==> config.mk <==
export PLATFORM = sky130hd
export DESIGN_NAME = multiCycleCpu
export DESIGN_NICKNAME = d
export VERILOG_FILES = /design/src/verilog/rvPkg.sv /design/src/verilog/ctrlIf.sv /design/src/verilog/alu.sv /design/src/verilog/immExtend.sv /design/src/verilog/regFile.sv /design/src/verilog/mainController.sv /design/src/verilog/datapath.sv /design/src/verilog/multiCycleCpu.sv
export SDC_FILE = /design/constraint.sdc
export NUM_CORES = 2
export LEC_CHECK = 0
export BUFFER_PORTS_ARGS = -buffer_cell sky130_fd_sc_hd__buf_2
export CAP_MARGIN = 40
export CORE_ASPECT_RATIO = 0.7
export CORE_MARGIN = 2
export CORE_UTILIZATION = 45
export DETAILED_ROUTE_END_ITERATION = 8
export PLACE_DENSITY = 0.67
export SLEW_MARGIN = 30
export SYNTH_ARGS = -nofsm -noshare
export SYNTH_HDL_FRONTEND = slang
export SYNTH_SLANG_ARGS = --single-unit
==> constraint.sdc <==
create_clock -name clk -period 35.3 [get_ports clk]
set_input_delay 3.53 -clock clk [delete_from_list [all_inputs] [get_ports clk]]
set_output_delay 3.53 -clock clk [all_outputs]
set_load 0.03 [all_outputs]
==> src/verilog/rvPkg.sv <==
package rvPkg;

localparam int XLEN = 32;

typedef enum logic [6:0] {
    rType    = 7'b0110011,
    iType    = 7'b0010011,
    sType    = 7'b0100011,
    bType    = 7'b1100011,
    uType    = 7'b0110111,
    jType    = 7'b1101111,
    loadType = 7'b0000011,
    jalrType = 7'b1100111
} opcodeT;

typedef enum logic [4:0] {
    fetch    = 5'b00000,
    decode   = 5'b00001,
    exI      = 5'b00010,
    exR      = 5'b00011,
    exB      = 5'b00100,
    exJ      = 5'b00101,
    jumpJalr = 5'b00110,
    exS      = 5'b00111,
    linkJ    = 5'b01000,
    exJalr   = 5'b01001,
    exLw     = 5'b01010,
    memLw    = 5'b01011,
    wbI      = 5'b01100,
    memS     = 5'b01101,
    wbR      = 5'b01110,
    wbU      = 5'b01111,
    jumpJ    = 5'b10000,
    wbLw     = 5'b10001
} ctrlStateT;

typedef enum logic [1:0] {aluAdd, aluBranch, aluRDecode, aluIDecode} aluOpT;
typedef enum logic [2:0] {fnAdd, fnSub, fnAnd, fnOr, fnXor, fnSlt, fnSll, fnSrl} aluFuncT;
typedef enum logic [2:0] {immI, immS, immB, immJ, immU} immSelT;
typedef enum logic [1:0] {srcPc, srcOldPc, srcRegA} srcASelT;
typedef enum logic [1:0] {srcRegB, srcImm, srcFour} srcBSelT;
typedef enum logic [1:0] {resAluOut, resData, resAluDirect, resImm} resultSelT;

typedef struct packed {
    logic [6:0] funct7;
    logic [4:0] rs2;
    logic [4:0] rs1;
    logic [2:0] funct3;
    logic [4:0] rd;
    logic [6:0] opcode;
} rFmtT;

typedef struct packed {
    logic [11:0] imm;
    logic [4:0]  rs1;
    logic [2:0]  funct3;
    logic [4:0]  rd;
    logic [6:0]  opcode;
} iFmtT;

typedef struct packed {
    logic [6:0] immHi;
    logic [4:0] rs2;
    logic [4:0] rs1;
    logic [2:0] funct3;
    logic [4:0] immLo;
    logic [6:0] opcode;
} sFmtT;

typedef struct packed {
    logic       bit12;
    logic [5:0] bits10to5;
    logic [4:0] rs2;
    logic [4:0] rs1;
    logic [2:0] funct3;
    logic [3:0] bits4to1;
    logic       bit11;
    logic [6:0] opcode;
} bFmtT;

typedef struct packed {
    logic [19:0] imm;
    logic [4:0]  rd;
    logic [6:0]  opcode;
} uFmtT;

typedef struct packed {
    logic       bit20;
    logic [9:0] bits10to1;
    logic       bit11;
    logic [7:0] bits19to12;
    logic [4:0] rd;
    logic [6:0] opcode;
} jFmtT;

typedef union packed {
    rFmtT rFmt;
    iFmtT iFmt;
    sFmtT sFmt;
    bFmtT bFmt;
    uFmtT uFmt;
    jFmtT jFmt;
} instrT;

endpackage

==> src/verilog/ctrlIf.sv <==
`timescale 1ns/1ns
interface ctrlIf
    import rvPkg::*;
(
    input logic clk,
    input logic rst
);

resultSelT resultSrc;
srcASelT aluSrcA;
srcBSelT aluSrcB;
aluOpT aluOp;
immSelT immSrc;
logic adrSrc;
logic regWrite;
logic memWrite;
logic pcUpdate;
logic branch;
logic irWrite;
opcodeT opcode;  // Sent back by the datapath.

modport ctrl(
    output resultSrc, aluSrcA, aluSrcB, aluOp, immSrc,
    output adrSrc, regWrite, memWrite, pcUpdate, branch, irWrite,
    input opcode
);

modport dp(
    input resultSrc, aluSrcA, aluSrcB, aluOp, immSrc,
    input adrSrc, regWrite, pcUpdate, branch, irWrite,
    output opcode
);

// A store and a register write never share a cycle.
assert property (@(posedge clk) disable iff (rst) !(memWrite && regWrite))
    else $error("memWrite and regWrite high in the same cycle");

endinterface

==> src/verilog/alu.sv <==
`timescale 1ns/1ns
module alu
    import rvPkg::*;
(
    input aluOpT aluOp,
    input logic [2:0] funct3,
    input logic funct7b5,
    input logic opcodeB5,
    input logic [XLEN-1:0] srcA,
    input logic [XLEN-1:0] srcB,
    output logic [XLEN-1:0] result,
    output logic zero,
    output logic lessThan
);

aluFuncT func;
logic [XLEN-1:0] diff;
logic overflow;

assign diff = srcA - srcB;
assign overflow = (srcA[XLEN-1] ^ srcB[XLEN-1]) & (diff[XLEN-1] ^ srcA[XLEN-1]);
assign lessThan = diff[XLEN-1] ^ overflow;  // Signed compare.
assign zero = (result == '0);

always_comb begin
    case (aluOp)
        aluBranch: func = fnSub;
        aluRDecode, aluIDecode: begin
            case (funct3)
                3'b000: func = (funct7b5 && opcodeB5) ? fnSub : fnAdd;  // R-type only.
                3'b001: func = fnSll;
                3'b010: func = fnSlt;
                3'b100: func = fnXor;
                3'b101: func = fnSrl;
                3'b110: func = fnOr;
                3'b111: func = fnAnd;
                default: func = fnAdd;
            endcase
        end
        default: func = fnAdd;
    endcase
end

always_comb begin
    case (func)
        fnSub: result = diff;
        fnAnd: result = srcA & srcB;
        fnOr: result = srcA | srcB;
        fnXor: result = srcA ^ srcB;
        fnSlt: result = {{(XLEN-1){1'b0}}, lessThan};
        fnSll: result = srcA << srcB[4:0];
        fnSrl: result = srcA >> srcB[4:0];
        default: result = srcA + srcB;
    endcase
end

endmodule

==> src/verilog/immExtend.sv <==
`timescale 1ns/1ns
module immExtend
    import rvPkg::*;
(
    input instrT instr,
    input immSelT immSrc,
    output logic [XLEN-1:0] imm
);

always_comb begin
    case (immSrc)
        immI: imm = {{(XLEN-12){instr.iFmt.imm[11]}}, instr.iFmt.imm};
        immS: imm = {{(XLEN-12){instr.sFmt.immHi[6]}}, instr.sFmt.immHi, instr.sFmt.immLo};
        immB: imm = {{(XLEN-12){instr.bFmt.bit12}}, instr.bFmt.bit11,
                     instr.bFmt.bits10to5, instr.bFmt.bits4to1, 1'b0};
        immJ: imm = {{(XLEN-20){instr.jFmt.bit20}}, instr.jFmt.bits19to12,
                     instr.jFmt.bit11, instr.jFmt.bits10to1, 1'b0};
        immU: imm = {instr.uFmt.imm, 12'b0};  // Upper 20 bits.
        default: imm = '0;
    endcase
end

endmodule

==> src/verilog/regFile.sv <==
`timescale 1ns/1ns
module regFile
    import rvPkg::*;
(
    input logic clk,
    input logic rst,
    input logic [4:0] rs1,
    input logic [4:0] rs2,
    input logic [4:0] rd,
    input logic writeEn,
    input logic [XLEN-1:0] writeData,
    output logic [XLEN-1:0] readA,
    output logic [XLEN-1:0] readB
);

logic [XLEN-1:0] regs [32];

always_ff @(posedge clk or posedge rst) begin
    if (rst) begin
        for (int i = 0; i < 32; i++) begin
            regs[i] <= '0;
        end
    end else if (writeEn && rd != 5'd0) begin  // x0 stays zero.
        regs[rd] <= writeData;
    end
end

assign readA = regs[rs1];
assign readB = regs[rs2];

assert property (@(posedge clk) disable iff (rst) rs1 == 5'd0 |-> readA == '0)
    else $error("x0 read back nonzero");

endmodule

==> src/verilog/mainController.sv <==
`timescale 1ns/1ns
module mainController
    import rvPkg::*;
(
    input logic clk,
    input logic rst,
    ctrlIf.ctrl ctrl
);

ctrlStateT state;
ctrlStateT nextState;

always_ff @(posedge clk or posedge rst) begin
    if (rst) begin
        state <= fetch;
    end else begin
        state <= nextState;
    end
end

always_comb begin
    case (state)
        fetch: nextState = decode;
        decode: begin
            case (ctrl.opcode)
                iType: nextState = exI;
                rType: nextState = exR;
                bType: nextState = exB;
                jType: nextState = exJ;
                uType: nextState = wbU;
                sType: nextState = exS;
                jalrType: nextState = exJalr;
                loadType: nextState = exLw;
                default: nextState = fetch;  // Unknown opcode.
            endcase
        end
        exI: nextState = wbI;
        exR: nextState = wbR;
        exJ: nextState = linkJ;
        linkJ: nextState = jumpJ;
        exJalr: nextState = jumpJalr;
        jumpJalr: nextState = wbI;  // Link written by wbI.
        exS: nextState = memS;
        exLw: nextState = memLw;
        memLw: nextState = wbLw;
        default: nextState = fetch;
    endcase
end

always_comb begin
    ctrl.resultSrc = resAluOut;
    ctrl.aluSrcA = srcPc;
    ctrl.aluSrcB = srcRegB;
    ctrl.aluOp = aluAdd;
    ctrl.immSrc = immI;
    ctrl.adrSrc = 1'b0;
    ctrl.regWrite = 1'b0;
    ctrl.memWrite = 1'b0;
    ctrl.pcUpdate = 1'b0;
    ctrl.branch = 1'b0;
    ctrl.irWrite = 1'b0;
    case (state)
        fetch: begin
            ctrl.irWrite = 1'b1;
            ctrl.aluSrcB = srcFour;
            ctrl.resultSrc = resAluDirect;  // PC plus four.
            ctrl.pcUpdate = 1'b1;
        end
        decode: begin
            ctrl.aluSrcA = srcOldPc;  // Branch target into aluOut.
            ctrl.aluSrcB = srcImm;
            ctrl.immSrc = immB;
        end
        exI: begin
            ctrl.aluSrcA = srcRegA;
            ctrl.aluSrcB = srcImm;
            ctrl.aluOp = aluIDecode;
        end
        exLw, exJalr: begin
            ctrl.aluSrcA = srcRegA;
            ctrl.aluSrcB = srcImm;
        end
        exS: begin
            ctrl.aluSrcA = srcRegA;
            ctrl.aluSrcB = srcImm;
            ctrl.immSrc = immS;
        end
        exR: begin
            ctrl.aluSrcA = srcRegA;
            ctrl.aluOp = aluRDecode;
        end
        exB: begin
            ctrl.aluSrcA = srcRegA;
            ctrl.aluOp = aluBranch;
            ctrl.branch = 1'b1;
        end
        exJ: begin
            ctrl.aluSrcA = srcOldPc;
            ctrl.aluSrcB = srcFour;
        end
        linkJ: begin
            ctrl.regWrite = 1'b1;
            ctrl.aluSrcA = srcOldPc;  // Jump target computed alongside the link.
            ctrl.aluSrcB = srcImm;
            ctrl.immSrc = immJ;
        end
        jumpJalr: begin
            ctrl.aluSrcA = srcOldPc;
            ctrl.aluSrcB = srcFour;
            ctrl.pcUpdate = 1'b1;
        end
        jumpJ: ctrl.pcUpdate = 1'b1;
        memS: begin
            ctrl.adrSrc = 1'b1;
            ctrl.memWrite = 1'b1;
        end
        memLw: ctrl.adrSrc = 1'b1;
        wbLw: begin
            ctrl.resultSrc = resData;
            ctrl.regWrite = 1'b1;
        end
        wbU: begin
            ctrl.resultSrc = resImm;
            ctrl.immSrc = immU;
            ctrl.regWrite = 1'b1;
        end
        wbI, wbR: ctrl.regWrite = 1'b1;
        default: ;
    endcase
end

assert property (@(posedge clk) disable iff (rst) ctrl.irWrite |-> state == fetch)
    else $error("irWrite outside fetch");

assert property (@(posedge clk) disable iff (rst)
    state inside {fetch, decode, exI, wbI, exR, wbR, exB, exJ, linkJ, jumpJ,
                  exJalr, jumpJalr, exS, memS, exLw, memLw, wbLw, wbU})
    else $error("illegal controller state");

assert property (@(posedge clk) disable iff (rst) state == memLw |=> state == wbLw)
    else $error("load did not reach write-back");

endmodule

==> src/verilog/datapath.sv <==
`timescale 1ns/1ns
module datapath
    import rvPkg::*;
#(
    parameter logic [XLEN-1:0] resetAddr = '0
) (
    input logic clk,
    input logic rst,
    ctrlIf.dp dp,
    input logic [XLEN-1:0] memRData,
    output logic [XLEN-1:0] memAddr,
    output logic [XLEN-1:0] memWData
);

logic [XLEN-1:0] pc;
logic [XLEN-1:0] oldPc;
instrT instr;
logic [XLEN-1:0] dataReg;
logic [XLEN-1:0] regA;
logic [XLEN-1:0] regB;
logic [XLEN-1:0] aluOut;
logic [XLEN-1:0] rfA;
logic [XLEN-1:0] rfB;
logic [XLEN-1:0] imm;
logic [XLEN-1:0] srcA;
logic [XLEN-1:0] srcB;
logic [XLEN-1:0] aluResult;
logic [XLEN-1:0] result;
logic zero;
logic lessThan;
logic takeBranch;
logic pcEn;

always_ff @(posedge clk or posedge rst) begin
    if (rst) begin
        pc <= resetAddr;
    end else if (pcEn) begin
        pc <= result;
    end
end

always_ff @(posedge clk) begin
    if (dp.irWrite) begin
        instr <= memRData;
        oldPc <= pc;  // Address of the fetched instruction.
    end
    dataReg <= memRData;
    regA <= rfA;
    regB <= rfB;
    aluOut <= aluResult;
end

always_comb begin
    case (dp.aluSrcA)
        srcPc: srcA = pc;
        srcOldPc: srcA = oldPc;
        default: srcA = regA;
    endcase
    case (dp.aluSrcB)
        srcRegB: srcB = regB;
        srcImm: srcB = imm;
        default: srcB = XLEN'(4);
    endcase
    case (dp.resultSrc)
        resAluOut: result = aluOut;
        resData: result = dataReg;
        resAluDirect: result = aluResult;
        default: result = imm;
    endcase
end

always_comb begin
    case (instr.bFmt.funct3)
        3'b000: takeBranch = zero;
        3'b001: takeBranch = !zero;
        3'b100: takeBranch = lessThan;
        3'b101: takeBranch = !lessThan;
        default: takeBranch = 1'b0;
    endcase
end

assign pcEn = dp.pcUpdate || (dp.branch && takeBranch);
assign memAddr = dp.adrSrc ? result : pc;
assign memWData = regB;
assign dp.opcode = opcodeT'(instr.rFmt.opcode);

regFile rf(
    .clk(clk),
    .rst(rst),
    .rs1(instr.rFmt.rs1),
    .rs2(instr.rFmt.rs2),
    .rd(instr.rFmt.rd),
    .writeEn(dp.regWrite),
    .writeData(result),
    .readA(rfA),
    .readB(rfB)
);

immExtend ext(.instr(instr), .immSrc(dp.immSrc), .imm(imm));

alu aluUnit(
    .aluOp(dp.aluOp),
    .funct3(instr.rFmt.funct3),
    .funct7b5(instr.rFmt.funct7[5]),
    .opcodeB5(instr.rFmt.opcode[5]),
    .srcA(srcA),
    .srcB(srcB),
    .result(aluResult),
    .zero(zero),
    .lessThan(lessThan)
);

endmodule

==> src/verilog/multiCycleCpu.sv <==
`timescale 1ns/1ns
module multiCycleCpu
    import rvPkg::*;
#(
    parameter logic [XLEN-1:0] resetAddr = '0
) (
    input logic clk,
    input logic rst,
    input logic [31:0] memRData,
    output logic [31:0] memAddr,
    output logic [31:0] memWData,
    output logic memWrite
);

ctrlIf ctrlBus(.clk(clk), .rst(rst));

mainController controller(
    .clk(clk),
    .rst(rst),
    .ctrl(ctrlBus.ctrl)
);

datapath #(
    .resetAddr(resetAddr)
) dpath(
    .clk(clk),
    .rst(rst),
    .dp(ctrlBus.dp),
    .memRData(memRData),
    .memAddr(memAddr),
    .memWData(memWData)
);

assign memWrite = ctrlBus.memWrite;  // Straight from the controller.

endmodule

-- After elaboration in Yosys (flattened, before gate mapping)
Index checks and enable logic that the tools add are counted.
- bits in registers: 1253
- input port bits: 34
- word-level logic and storage cells: 163
- add/sub/neg operators: 2
- magnitude comparators: 4
- equal/unequal tests: 49
- shifts and indexed selects: 2
- mux-type cells: 32
- bitwise logic cells: 10
- reductions and logical operators: 24
- operators with widths (operator ; count):
    bitwise mux 1024 bit ; 1
    binary-select mux 32 bit (select 5 bit) ; 2
    case mux 32 bit (7 select lines) ; 1
    two-way mux 32 bit ; 6
    demux 32 bit (select 5 bit) ; 1
    case mux 32 bit (5 select lines) ; 1
    case mux 32 bit (2 select lines) ; 2
    case mux 32 bit (3 select lines) ; 1
    case mux 5 bit (10 select lines) ; 1
    equality test 5 x 4 -> 1 bit, second input constant ; 8
    adder 32 bit ; 1
    bitwise AND 32 bit ; 1
    logical NOT 32 bit ; 1
    OR 32 bit ; 1
    case mux 4 bit (8 select lines) ; 1
    left shift 32 x 5 -> 32 bit ; 1
    right shift 32 x 5 -> 32 bit ; 1
    subtractor 32 bit ; 1
    bitwise XOR 32 bit ; 1
    equality test 3 bit, second input constant ; 9
    equality test 7 x 6 -> 1 bit, second input constant ; 3
    equality test 7 bit, second input constant ; 3
    case mux 3 bit (7 select lines) ; 1
    equality test 5 x 3 -> 1 bit, second input constant ; 4
    other kinds (32) ; 70

-- Depth between registers and ports, before layout
- word-level depth: 15
- gate-level depth with buffers: 37

-- Cells and area by module
From an unflattened synthesis, not the netlist that was laid out.
- cells, all modules: 6668
- area, all modules: 74779.2 µm²
- modules (own cells, without submodules) (module ; times used ; cells each ; area each (µm²)):
    regFile ; 1 ; 4602 ; 55951.2
    alu ; 1 ; 1367 ; 9572.9
    datapath ; 1 ; 524 ; 8050.2
    mainController ; 1 ; 102 ; 710.7
    immExtend ; 1 ; 73 ; 494.2

-- Worst setup path before layout
OpenSTA, ideal clock, no wires.
- path type: register -> output
- start point: register controller.state[2]
- end point: output port memAddr[31]
- data arrival time: 7.299 ns
- path slack: 24.471 ns
- cell stages (with the launch flop): 35
- path buffers: 8
- path through: dfrtp_1 -> buf_2 -> buf_4 -> or4b_1 -> a31oi_1 -> o21a_1 -> nor2_2 -> buf_4 -> buf_2 -> buf_2 -> buf_2 -> ha_1 -> clkbuf_1 -> nand2b_1 -> o311a_1 -> o21a_1 -> o211a_1 -> a221oi_1 -> o21a_1 -> nor3_1 -> or2_2 -> a21oi_1 -> o21bai_1 -> a21o_1 -> fa_1 -> nand2_1 -> o21ai_0 -> a221oi_1 -> o21ai_0 -> a311o_1 -> a211oi_2 -> o21ai_0 -> o31ai_1 -> clkbuf_1 -> o21ai_0
- word-level cells in the longest chain between the ends: 9
- elaborated cells between the ends (all ways): 63
- classes of those cells: 2 x add/sub; 32 x eq/ne; 2 x shift; 13 x mux; 3 x bitwise; 11 x reduce/logical
- ends and longest elaborated chain (element ; RTL line ; source):
    from (decl) ; mainController.sv:10 ; ctrlStateT state;
    from (signal assigned) ; mainController.sv:15 ; state <= fetch;
    from (signal assigned) ; mainController.sv:17 ; state <= nextState;
    equality test 5 x 4 -> 1 bit, or another cell as far along ; mainController.sv:62 ; case (state)
    case mux 3 bit (4 select lines), or another cell as far along ; mainController.sv:62 ;
    equality test 3 bit, or another cell as far along ; immExtend.sv:11 ; case (immSrc)
    case mux 32 bit (5 select lines), or another cell as far along ; immExtend.sv:11 ;
    case mux 32 bit (2 select lines), or another cell as far along ; datapath.sv:59 ; case (dp.aluSrcB)
    adder 32 bit, or another cell as far along ; alu.sv:53 ; default: result = srcA + srcB;
    case mux 32 bit (7 select lines) ; alu.sv:45 ; case (func)
    case mux 32 bit (3 select lines) ; datapath.sv:64 ; case (dp.resultSrc)
    two-way mux 32 bit * ; datapath.sv:83 ; assign memAddr = dp.adrSrc ? result : pc;
    to (decl) ; multiCycleCpu.sv:10 ; output logic [31:0] memAddr,
Every way passes the cells marked *; elsewhere a longest branch is shown, timed or not.

-- Final worst setup path
- start point: register controller.state[0]
- end point: output port memAddr[0]
- word-level cells in the longest chain between the ends: 12
- elaborated cells between the ends (all ways): 67
- classes of those cells: 2 x add/sub; 32 x eq/ne; 2 x shift; 13 x mux; 7 x bitwise; 11 x reduce/logical
- ends and longest elaborated chain (element ; RTL line ; source):
    equality test 5 x 4 -> 1 bit, or another cell as far along ; mainController.sv:62 ;
    case mux 3 bit (4 select lines), or another cell as far along ; mainController.sv:62 ;
    equality test 3 bit, or another cell as far along ; immExtend.sv:11 ;
    case mux 32 bit (5 select lines), or another cell as far along ; immExtend.sv:11 ;
    case mux 32 bit (2 select lines) (on tied branches) ; datapath.sv:59, datapath.sv:54 ;
    subtractor 32 bit ; alu.sv:20 ; assign diff = srcA - srcB;
    bitwise XOR 1 bit ; alu.sv:21 ; assign overflow = (srcA[XLEN-1] ^ srcB[XLEN-1]) & (diff[XLEN-1] ^ srcA[XLEN-1]);
    bitwise AND 1 bit ; alu.sv:21 ;
    bitwise XOR 1 bit ; alu.sv:22 ; assign lessThan = diff[XLEN-1] ^ overflow;
    case mux 32 bit (7 select lines) * ; alu.sv:45 ;
    net dpath.aluResult[0] ; datapath.sv:27 ; logic [XLEN-1:0] aluResult;
    case mux 32 bit (3 select lines) * ; datapath.sv:64 ;
    two-way mux 32 bit * ; datapath.sv:83 ;
The timed path passes the listed nets; every way through them passes the cells marked *.

==> results.md <==
* Status: completed
* H-tree depth at 3
* Fill count at 13400
* RSZ-0062 raised after global routing: no
* Share of layout cells above drive strength 1 at 0.222
* DRC violations left at 0
* Top cells by area, synth: dfrtp_1 (38%), mux4_2 (21%), o21ai_0 (5.7%)
* Post-CTS sizing at 0
* Synth Area in Adders at 0.0183
* Part of the cycle the worst path needs at 0.386
* Clock Skew at 36.4 ps
* Finished Cell Area at 0.0773 mm²
* GP Congestion at 1.07
* Slew HR at 0.276
* Slew @ Worst Pin at 1090 ps
* Yosys reg bits at 1253
* Most used flip-flop cell after synthesis: dfrtp_1
* Mapped Area at 0.0690 mm²
* Vias per cell at 6.66
* Yosys top cell area share at 0.385
* Die X at 472 µm
* DIE AREA at 0.157 mm²
* Clock Path Buffers at 3
* Critical path's most frequent cell: buf_4
* Die span in y at 332 µm
* Most frequent cells in the layout: dfrtp_1 (1061), nand2_1 (868), o21ai_0 (787), mux4_2 (648), nor2_1 (491)
* Post-Place Cell Area at 0.0726 mm²
* Register area at 0.0310 mm²
* Syn avg cell area at 10.8 µm²
* Main combinational cell family by area after synthesis: multiplexers
* Achievable Freq at 0.0733 GHz
* Simple-gate share of the synthesized area at 0.100
* Multi-input logic area at 0.0354 mm²
* Clk_lat worst skew at 800 ps
* Initial drt markers at 7401
* Vias in the first global route at 53600
* Syn_nets at 6494
* Synth async-reset ratio at 0.847
* Initial antenna violation count at 10
* Hold-fix buffers at CTS at 0
* Mux cell area share after synthesis at 0.238
* Startpoint Class: register
* CTS tree: done
* Post-synth EDFFs at 64
* GRT Total Usage at 0.350
* Row cnt at 120
* Synth unique cells at 96
* Fin. max-slew vios at 0
* CP required at 31770 ps
* Critical path class: register to output port
* Total core area at 0.153 mm²
* Io pins at 99
* WL/cell at 32.9 µm
* CP Capture Type: output port
* Setup Fix Bufs, Post-CTS at 0
* Final hold viol count at 0
* Total CTS buffers at 119
* Routed wire length at 275000 µm
* Mapped Cells at 6361
* Remaining Overflow, GRT at 0
* Slowest-stage cell, CP: a2111oi_0
* Clk sink count at 1253
* XOR/XNOR Fraction of Synth Area at 0.00267
* Final ANT Viol Nets at 0
* Clk root buf: clkbuf_16
* Yosys warnings at 0
* Clock Pin Slew Worst Setup and Hold Paths at 70 ps
* Via count at 55700
* Starting Density at 0.452
* Global-route wire length before repair at 395000 µm
* Maxcap violations at 0
* Minimum clock period at 13630 ps
* Compound-cell area share of the yosys netlist at 0.148
* Area Growth Syn to Fin at 12.0%
* Worst path max stage delay at 610 ps
* TritonRoute pass-1 iters at 6
* Post-Route Setup TNS at 0 ps
* Critical path fanouts, max at 47
* Fin nets at 6369
* Detailed placer's ending HPWL at 189000 µm
* Hold Path Class: register to register
* Setup violations, final at 0
* Buffers on Ports at 98
* Cell taking the most area after synthesis: dfrtp_1
* Arr. time, crit path at 10100 ps
* Maximum number of pins on one net before global-route repair at 165
* Post-synthesis sequential area ratio at 0.450
* Most common cell after layout, fill and taps aside: dfrtp_1
-- final cells by class --
cell class                 instances  share of cell area
tap                             2013              0.0326
clock buffer                     151              0.0433
timing repair buffer             365              0.0427
antenna                            7            0.000227
multi-input combinational       4345               0.459
inverter                         152             0.00751
clock inverter                    76              0.0133
sequential                      1253               0.402
-- kinds of logic (layout without fill, tap and decap cells) --
family / count (synthesis) / in the layout
DFF: 1253 / 1253
muxes: 821 / 821
other: 0 / 7
buffers and inverters: 763 / 744
adders and majority gates: 99 / 99
AOI/OAI and AO/OA: 1735 / 1735
xor gates and xnor gates: 21 / 21
and+or+nand+nor: 1669 / 1669
-- metrics by stage --
step | instances | hold slack, ps | worst slack, ps | util
2_1_floorplan | 6361 | 441 | 1900 | -
3_3_place_gp | 8070 | 376 | 22660 | 0.470
3_5_place_dp | 8111 | 383 | 22980 | 0.476
4_1_cts | 8338 | 397 | 22060 | 0.504
5_1_grt | 8356 | 410 | 21480 | 0.506
6_report | 8362 | 395 | 21670 | 0.507
-- worst max-delay path: cells and delay by family, from the launching register on --
family,cells,cell delay [ps]
AO/OA/AOI/OAI,16,4260
buffers and inverters,7,2310
AND/OR/NAND/NOR,7,1440
adder cells (fa/ha/maj),2,840
flip-flops,1,370
-- state kept, by name (all words and copies together) (netlist names) --
register	count
dpath.rf.regs	1024
dpath.dataReg	32
dpath.pc	32
dpath.memWData	32
controller.state	5
dpath.oldPc	32
dpath.instr	32
dpath.regA	32
dpath.aluOut	32
-- Yosys cell counts (all sizes together) (11+ instances only) --
master / count
mux2: 69
a221oi: 26
a222oi: 31
a31oi: 24
and3: 12
clkbuf: 490
dfrtp: 1061
o22ai: 52
xnor2: 15
mux4: 648
nand3: 46
nor2b: 11
dfxtp: 128
a21boi: 19
o21bai: 18
buf: 121
o21a: 28
edfxtp: 64
nand4: 15
nand2b: 19
o221ai: 25
nand2: 887
nor4: 27
inv: 150
a22oi: 34
or3: 14
o21ai: 795
a21oi: 445
nor3: 72
a211oi: 61
nor2: 508
or2: 11
a21o: 21
ha: 96
o31ai: 26
mux2i: 104
o211ai: 31
-- layer usage --
metal  routed length, µm  GRT usage  vias to the layer above  share of wire
met5                  30          0                        -        0.00011
met4               11900      0.142                        6          0.043
met3               31000     0.0961                      611           0.11
met2              116000      0.489                     3268           0.42
met1              116000      0.513                    28600           0.42
li1                    -          -                    23200              -
-- path summary, 6_finish.rpt --
kind / from / to / slack, ps / cells after the start
min in group asynchronous: rst / dpath.rf.regs[67] / 2680 / 2
hold / removal: dpath.rf.regs[1007] / dpath.rf.regs[1007] / 390 / 0
hold reg to reg: dpath.rf.regs[1007] / dpath.rf.regs[1007] / 390 / 0
setup / recovery: controller.state[0] / memAddr[0] / 21670 / 32
setup reg to reg: controller.state[0] / dpath.pc[31] / 24580 / 31
max in group asynchronous: rst / dpath.rf.regs[1019] / 29340 / 7
Power is left out: the tool's default activity adds up to more than one toggle a clock period on the data nets, which glitch-free logic cannot reach.
